--- src/fps_pkg.sv ---
// ----------------------------------------
// F-PS shared definitions
// operation codes, job phases and the
// delay class of each phase step
// ----------------------------------------

`default_nettype none

package fps_pkg;

	// operation requested by the CPU
	typedef enum logic [1:0] {
		FP_AD = 2'd0,
		FP_SD = 2'd1,
		FP_MW = 2'd2,
		FP_DW = 2'd3
	} fp_op_t;

	// job phases, in the order a full job visits them
	typedef enum logic [2:0] {
		PH_IDLE  = 3'd0,
		PH_FETCH = 3'd1,
		PH_ALIGN = 3'd2,
		PH_ARITH = 3'd3,
		PH_NORM  = 3'd4,
		PH_STORE = 3'd5,
		PH_END   = 3'd6
	} fp_phase_t;

	// words per operand and per result
	localparam int FP_WORDS = 3;

	// arithmetic steps for multiply and divide
	localparam int FP_ITER_MD = 3;

	// gap between strob1 and strob2, in delay units
	function automatic logic [1:0] fp_dly_class(input fp_phase_t ph);
		logic [1:0] cls;
		case (ph)
			PH_FETCH: cls = 2'd1;
			PH_ALIGN: cls = 2'd2;
			PH_ARITH: cls = 2'd3;
			PH_NORM:  cls = 2'd2;
			PH_STORE: cls = 2'd1;
			default:  cls = 2'd0;
		endcase
		return cls;
	endfunction

endpackage

`default_nettype wire

--- src/fps_start.sv ---
// ----------------------------------------
// F-PS job start and end handshake
// accepts efp from the CPU, captures the
// operation and holds ekc_fp until puf drops
// ----------------------------------------

`default_nettype none

module fps_start import fps_pkg::*; (
	input  wire    got_fp,
	input  wire    _0_f,
	input  wire    efp,
	input  wire    puf,
	input  fp_op_t op,
	input  wire    nrf,
	input  wire    job_done,
	output logic   start,
	output logic   busy,
	output logic   ekc_fp,
	output fp_op_t op_q,
	output logic   nrf_q
);

	typedef enum logic [1:0] {
		ST_IDLE  = 2'd0,
		ST_START = 2'd1,
		ST_RUN   = 2'd2,
		ST_WAIT  = 2'd3
	} st_t;

	st_t st;

	// a job is taken only when idle with the CPU holding puf
	logic accept;
	assign accept = (st == ST_IDLE) && efp && puf;

	always_ff @(posedge got_fp or posedge _0_f) begin
		if (_0_f) begin
			st <= ST_IDLE;
		end else begin
			case (st)
				ST_IDLE:  if (accept) st <= ST_START;
				ST_START: st <= ST_RUN;
				ST_RUN:   if (job_done) st <= ST_WAIT;
				ST_WAIT:  if (!puf) st <= ST_IDLE;
				default:  st <= ST_IDLE;
			endcase
		end
	end

	// job parameters, valid from the start pulse on
	always_ff @(posedge got_fp) begin
		if (accept) begin
			op_q  <= op;
			nrf_q <= nrf;
		end
	end

	assign start  = (st == ST_START);
	assign busy   = (st != ST_IDLE);
	assign ekc_fp = (st == ST_WAIT);

endmodule

`default_nettype wire

--- src/fp_strobgen.sv ---
// ----------------------------------------
// F-PS strobe generator
// paces every phase step with strob1 and
// strob2, plus memory and register requests
// ----------------------------------------

`default_nettype none

module fp_strobgen import fps_pkg::*; #(
	parameter int DLY_UNIT = 1
) (
	input  wire       got_fp,
	input  wire       _0_f,
	input  fp_phase_t phase,
	output logic      strob1,
	output logic      strob2,
	output logic      step_done,
	input  wire       oken,
	output logic      read_fp,
	output logic      rlp_fp
);

	// longest gap is class 3
	localparam int GAP_MAX = 3 * DLY_UNIT;
	localparam int GAP_W   = $clog2(GAP_MAX + 1);

	typedef enum logic [1:0] {
		ST_RDY = 2'd0,
		ST_GAP = 2'd1,
		ST_END = 2'd2
	} st_t;

	st_t             st;
	logic [GAP_W-1:0] gap_cnt;
	logic [GAP_W-1:0] gap_len;
	logic            is_fetch;
	logic            is_store;

	// phase only moves at step_done, so it is steady for a whole step
	assign is_fetch = (phase == PH_FETCH);
	assign is_store = (phase == PH_STORE);
	assign gap_len  = GAP_W'(fp_dly_class(phase) * DLY_UNIT);

	// ----------------------------------------
	// strobes
	// ----------------------------------------

	// new step whenever a job is on and nothing is running
	assign strob1 = (st == ST_RDY) && (phase != PH_IDLE);

	// fetch steps end only once memory answers
	assign strob2    = (st == ST_END) && (!is_fetch || oken);
	assign step_done = strob2;

	// read request spans the whole fetch step
	assign read_fp = is_fetch && (strob1 || (st == ST_GAP) || (st == ST_END));

	// register write request for each result word
	assign rlp_fp = strob1 && is_store;

	// ----------------------------------------
	// step timer
	// ----------------------------------------

	always_ff @(posedge got_fp or posedge _0_f) begin
		if (_0_f) begin
			st      <= ST_RDY;
			gap_cnt <= '0;
		end else begin
			case (st)
				ST_RDY: begin
					if (strob1) begin
						if (gap_len != '0) begin
							st      <= ST_GAP;
							gap_cnt <= gap_len;
						end else begin
							st <= ST_END;
						end
					end
				end
				ST_GAP: begin
					gap_cnt <= gap_cnt - GAP_W'(1);
					if (gap_cnt == GAP_W'(1))
						st <= ST_END;
				end
				ST_END: begin
					// low oken simply stretches the step
					if (step_done)
						st <= ST_RDY;
				end
				default: st <= ST_RDY;
			endcase
		end
	end

endmodule

`default_nettype wire

--- src/fps_phase.sv ---
// ----------------------------------------
// F-PS phase register
// holds the job phase and picks the next
// one at the end of every step
// ----------------------------------------

`default_nettype none

module fps_phase import fps_pkg::*; (
	input  wire       got_fp,
	input  wire       _0_f,
	input  wire       start,
	input  fp_op_t    op_q,
	input  wire       nrf_q,
	input  wire       di,
	input  wire       step_done,
	input  wire       lp_last,
	output fp_phase_t phase,
	output logic      lp_load,
	output logic      lp_dec,
	output logic      job_done
);

	// single word or single step phases need no loop
	localparam bit WORD_LOOP = (FP_WORDS > 1);
	localparam bit ITER_LOOP = (FP_ITER_MD > 1);

	fp_phase_t next_ph;
	logic      advance;
	logic      is_md;
	logic      abort_q;
	logic      word_end;
	logic      iter_end;

	assign is_md    = (op_q == FP_MW) || (op_q == FP_DW);
	assign word_end = lp_last || !WORD_LOOP;
	assign iter_end = lp_last || !ITER_LOOP;

	// the register moves on start and at each step end
	assign advance = (phase == PH_IDLE) ? start : step_done;

	// ----------------------------------------
	// next phase
	// ----------------------------------------

	always_comb begin
		next_ph = phase;
		if (abort_q && (phase != PH_IDLE) && (phase != PH_END)) begin
			// interrupt cuts the job short
			next_ph = PH_END;
		end else begin
			case (phase)
				PH_IDLE:  next_ph = nrf_q ? PH_NORM : PH_FETCH;
				PH_FETCH: begin
					if (word_end)
						next_ph = is_md ? PH_ARITH : PH_ALIGN;
				end
				PH_ALIGN: next_ph = PH_ARITH;
				PH_ARITH: begin
					if (!is_md || iter_end)
						next_ph = PH_NORM;
				end
				PH_NORM:  next_ph = PH_STORE;
				PH_STORE: if (word_end) next_ph = PH_END;
				PH_END:   next_ph = PH_IDLE;
				default:  next_ph = PH_IDLE;
			endcase
		end
	end

	// load the word loop on entry to a looping phase
	always_comb begin
		lp_load = 1'b0;
		if (advance && (next_ph != phase)) begin
			case (next_ph)
				PH_FETCH: lp_load = 1'b1;
				PH_ARITH: lp_load = is_md;
				PH_STORE: lp_load = 1'b1;
				default:  lp_load = 1'b0;
			endcase
		end
	end

	// staying in a phase means one more word or iteration
	assign lp_dec = advance && (phase != PH_IDLE) && (next_ph == phase);

	assign job_done = step_done && (phase == PH_END);

	// ----------------------------------------
	// state
	// ----------------------------------------

	always_ff @(posedge got_fp or posedge _0_f) begin
		if (_0_f) begin
			phase   <= PH_IDLE;
			abort_q <= 1'b0;
		end else begin
			if (advance)
				phase <= next_ph;
			if (job_done)
				abort_q <= 1'b0;
			else if (di && (phase != PH_IDLE))
				abort_q <= 1'b1;
		end
	end

endmodule

`default_nettype wire

--- src/fps_lp.sv ---
// ----------------------------------------
// F-PS word loop counter
// counts words and iterations down to one
// ----------------------------------------

`default_nettype none

module fps_lp import fps_pkg::*; (
	input  wire  got_fp,
	input  wire  _0_f,
	input  wire  lp_load,
	input  wire  lp_dec,
	output logic lpa,
	output logic lpb,
	output logic lp_last
);

	// one counter serves the word loop and the md iteration loop
	localparam int LP_INIT = (FP_WORDS > FP_ITER_MD) ? FP_WORDS : FP_ITER_MD;

	logic [1:0] cnt;

	always_ff @(posedge got_fp or posedge _0_f) begin
		if (_0_f) begin
			cnt <= 2'd0;
		end else if (lp_load) begin
			cnt <= 2'(LP_INIT);
		end else if (lp_dec) begin
			cnt <= cnt - 2'd1;
		end
	end

	// word index toward the register file
	assign lpb = cnt[1];
	assign lpa = cnt[0];

	assign lp_last = (cnt == 2'd1);

endmodule

`default_nettype wire

--- src/fps.sv ---
// ----------------------------------------
// F-PS control unit top
// job handshake, phase sequencer, step
// strobes and word loop
// ----------------------------------------

`default_nettype none

module fps import fps_pkg::*; #(
	parameter int DLY_UNIT = 1
) (
	input  wire    got_fp,
	input  wire    _0_f,
	// CPU side
	input  wire    efp,
	input  wire    puf,
	input  fp_op_t op,
	input  wire    nrf,
	input  wire    di,
	output logic   start,
	output logic   busy,
	output logic   ekc_fp,
	// memory side
	input  wire    oken,
	output logic   strob1,
	output logic   strob2,
	output logic   read_fp,
	output logic   rlp_fp,
	output logic   lpa,
	output logic   lpb
);

	fp_op_t    op_q;
	logic      nrf_q;
	logic      job_done;
	fp_phase_t phase;
	logic      lp_load;
	logic      lp_dec;
	logic      lp_last;
	logic      step_done;

	fps_start u_start (
		.got_fp   (got_fp),
		._0_f     (_0_f),
		.efp      (efp),
		.puf      (puf),
		.op       (op),
		.nrf      (nrf),
		.job_done (job_done),
		.start    (start),
		.busy     (busy),
		.ekc_fp   (ekc_fp),
		.op_q     (op_q),
		.nrf_q    (nrf_q)
	);

	fp_strobgen #(
		.DLY_UNIT (DLY_UNIT)
	) u_strobgen (
		.got_fp    (got_fp),
		._0_f      (_0_f),
		.phase     (phase),
		.strob1    (strob1),
		.strob2    (strob2),
		.step_done (step_done),
		.oken      (oken),
		.read_fp   (read_fp),
		.rlp_fp    (rlp_fp)
	);

	fps_phase u_phase (
		.got_fp    (got_fp),
		._0_f      (_0_f),
		.start     (start),
		.op_q      (op_q),
		.nrf_q     (nrf_q),
		.di        (di),
		.step_done (step_done),
		.lp_last   (lp_last),
		.phase     (phase),
		.lp_load   (lp_load),
		.lp_dec    (lp_dec),
		.job_done  (job_done)
	);

	fps_lp u_lp (
		.got_fp  (got_fp),
		._0_f    (_0_f),
		.lp_load (lp_load),
		.lp_dec  (lp_dec),
		.lpa     (lpa),
		.lpb     (lpb),
		.lp_last (lp_last)
	);

endmodule

`default_nettype wire

--- config.mk ---
export PLATFORM = sky130hd
export DESIGN_NAME = fps
export DESIGN_NICKNAME = d
export VERILOG_FILES = /design/src/fps_pkg.sv /design/src/fps_start.sv /design/src/fp_strobgen.sv /design/src/fps_phase.sv /design/src/fps_lp.sv /design/src/fps.sv
export SDC_FILE = /design/constraint.sdc
export NUM_CORES = 1
export LEC_CHECK = 0
export ABC_AREA = 1
export BUFFER_PORTS_ARGS = -buffer_cell sky130_fd_sc_hd__buf_2
export CAP_MARGIN = 20
export CORE_MARGIN = 2
export CORE_UTILIZATION = 55
export CTS_CLUSTER_SIZE = 30
export DETAILED_ROUTE_END_ITERATION = 12
export HOLD_SLACK_MARGIN = 0.1
export PLACE_DENSITY = 0.78
export SETUP_SLACK_MARGIN = 0.2
export SYNTH_ARGS = -nofsm -noshare
export SYNTH_HDL_FRONTEND = slang
export SYNTH_HIERARCHICAL = 1
export SYNTH_SLANG_ARGS = --single-unit
--- constraint.sdc ---
create_clock -name got_fp -period 5.3 [get_ports got_fp]
set_input_delay 0.265 -clock got_fp [delete_from_list [all_inputs] [get_ports got_fp]]
set_output_delay 0.265 -clock got_fp [all_outputs]
set_load 0.01 [all_outputs]
==> flow_metrics.tcl <==
set metrics [dict create \
    dr.first_iter.drc_count 17 \
    layout-drive-gt1-share 0.216 \
    worstPathMaxFanout 12 \
    port-buffer-count 16 \
    wl_per_cell_um 10.6 \
    power.switching_mw 0.436 \
    hp-start "nrf" \
    die_y_um 49.6 \
    h-tree-depth 1 \
    routed_wl_um 2300 \
    grt_max_degree 13 \
    startpoint_type "register" \
    crit_required_ps 5450 \
    grt_pass1_wl_um 4110 \
    dr.pass1.iters 4 \
    ant_nets 0 \
    ctsResizeCount 0 \
    hpwl_um 1890 \
    floorplan.initialDensity 0.584 \
    cts_buffers 3 \
    hp-class "in -> reg" \
    fin_crit_ps 1960 \
    ff2ff_setup_slack_ps 3340 \
    clock_latency_ps 260 \
    syn-num-nets 186 \
    rsz0062_at_grt "no" \
    holdPathStages 1 \
    clk_pin_slew_ps 80 \
    p_leak_nw 0.744 \
    core_mm2 0.00196 \
    path_cells "nor2_2 > nand2_2 > nand2_1 > nor2_2 > nand3_2 > nand2_1 > nand2_1 > nor2_2 > nand2_1 > nor2_1 > inv_2 > nand2_1 > nand3_1" \
    dieArea_mm2 0.00246 \
    die_x_um 49.6 \
    cts.path.max_buffers 2 \
    combPwrFrac 0.648 \
    power_frac_clock 0.071 \
    holdPathEnd "u_start/nrf_q$_DFFE_PP_" \
    setup_violations 0 \
    cts_setup_buffers 0 \
    grt_overflow 0 \
    max_stage_delay_ps 590 \
    maxCapViolCount 0 \
    crit_path_end_kind "register" \
    pin_count 18 \
    grt_pass1_vias 991 \
    gp_congestion 0.909 \
    path_class "reg -> reg" \
    slew_headroom 0.729 \
    cts_root_buf "clkbuf_4" \
    antenna_found_initial 0 \
    cts_tree "built" \
    report.final.slew_viol_count 0 \
    ys.warnings.count 6 \
    crit_buf_inv 1 \
    via_per_inst 5.01 \
    cts_sinks 14 \
    clock.fmax_mhz 510 \
    cellPowerDensity_mw_per_mm2 636 \
    row_count 16 \
    intPower_mw 0.383 \
    diodes 0 \
    fin_crit_sh 0.370 \
    finalSetupTns_ps 0 \
    status "finished clean" \
    hold_ws_ps 170 \
    via_count 1088 \
    reg2regPathDepth 13 \
    path_delay_family "simple AND/OR/NAND/NOR gates" \
    total_power_mw 0.819 \
    worstReg2RegEnd "u_lp/cnt[1]$_DFFE_PP0P_" \
    syn_avg_cell_area_um2 6.73 \
    timing.rr.start "u_phase/phase[0]$_DFFE_PP0P_" \
    synth_cells 170 \
    clock_skew_ps 4.08 \
    worst_slew_pin_slew_ps 406 \
    track_usage 0.208 \
    area_delta_synth_final_pct 12.5 \
    cp.arrival_ps 2110 \
    worst_path_most_repeated_cell "nand2_1" \
    syn_area_mm2 0.00114 \
    hold_viol_final 0 \
    netSwitchingFraction 0.533 \
    drc 0 \
    peakVddDrop_v 0.000401 \
    power.share.sequential 0.282 \
    nNetsFinal 207 \
    slowest_stage "dfrtp_1" \
    ctsHoldBuffers 1 \
]
-- state kept, by name, summed over array words and instances, names as in the netlist --
signal and cells:
u_phase/phase 3, u_strobgen/gap_cnt 2, u_strobgen/st 2, u_start/st 2, u_phase/abort_q 1, u_start/op_q 1, u_start/nrf_q 1, u_lp/cnt 2
-- routing by layer --
| layer | wire length (um) | track usage | vias to the layer above | part of all wire |
|---|---|---|---|---|
| met5 | 0 | 0 | - | 0 |
| met4 | 12 | 0.0787 | 0 | 0.0052 |
| met3 | 86 | 0.00909 | 2 | 0.037 |
| met2 | 1130 | 0.360 | 32 | 0.49 |
| met1 | 1070 | 0.275 | 485 | 0.47 |
| li1 | - | - | 569 | - |
-- placed cells by master, fill, tap and decap left out, types with 4 or more instances in the layout --
cell	n
nand2_1	44
inv_1	30
nand3_1	19
buf_2	16
nor2_1	16
dfrtp_1	12
ha_1	7
inv_2	5
nand2_2	5
nor2_2	5
nand3_2	4
o21ai_0	4
a21oi_1	4
-- metrics by stage --
| stage | std cells | setup WS, ps | util | area [um^2] |
|---|---|---|---|---|
| after floorplan | 170 | 3580 | - | 1140 |
| after global placement | 212 | 3430 | 0.638 | 1250 |
| after detailed placement | 212 | 3360 | 0.638 | 1250 |
| after CTS | 217 | 3350 | 0.656 | 1290 |
| after global routing | 217 | 3020 | 0.656 | 1290 |
| final | 217 | 3340 | 0.656 | 1290 |
-- cell type report --
| class | count | area, um^2 |
|---|---|---|
| clock buffers | 4 | 26.3 |
| fillers | 199 | 674 |
| inverters | 35 | 131 |
| multi-input cells | 120 | 646 |
| flip-flops and latches | 14 | 360 |
| well taps | 27 | 33.8 |
| repair buffers | 17 | 90.1 |
-- power by group through the flow --
stage               Clock (mW)  Combinational (mW)  Sequential, mW
global placement             0               0.509           0.227
CTS                     0.0604               0.530           0.230
detailed placement           0               0.527           0.233
finish                  0.0578               0.531           0.231
floorplan                    0               0.420           0.218
global route            0.0645               0.614           0.240
-- how the worst max path moves through the flow --
stage / from / endpoint / depth (start not counted)
6_report: u_phase/phase[0]$_DFFE_PP0P_ / u_lp/cnt[1]$_DFFE_PP0P_ / 13
5_1_grt: u_phase/phase[0]$_DFFE_PP0P_ / u_lp/cnt[1]$_DFFE_PP0P_ / 13
4_1_cts: u_phase/phase[0]$_DFFE_PP0P_ / u_lp/cnt[1]$_DFFE_PP0P_ / 13
3_5_place_dp: u_phase/phase[0]$_DFFE_PP0P_ / u_lp/cnt[1]$_DFFE_PP0P_ / 12
3_3_place_gp: u_phase/phase[0]$_DFFE_PP0P_ / u_lp/cnt[1]$_DFFE_PP0P_ / 12
2_1_floorplan: u_lp/cnt[1]$_DFFE_PP0P_ / u_lp/cnt[0]$_DFFE_PP0P_ / 15
(Power assumes the default switching activity.)
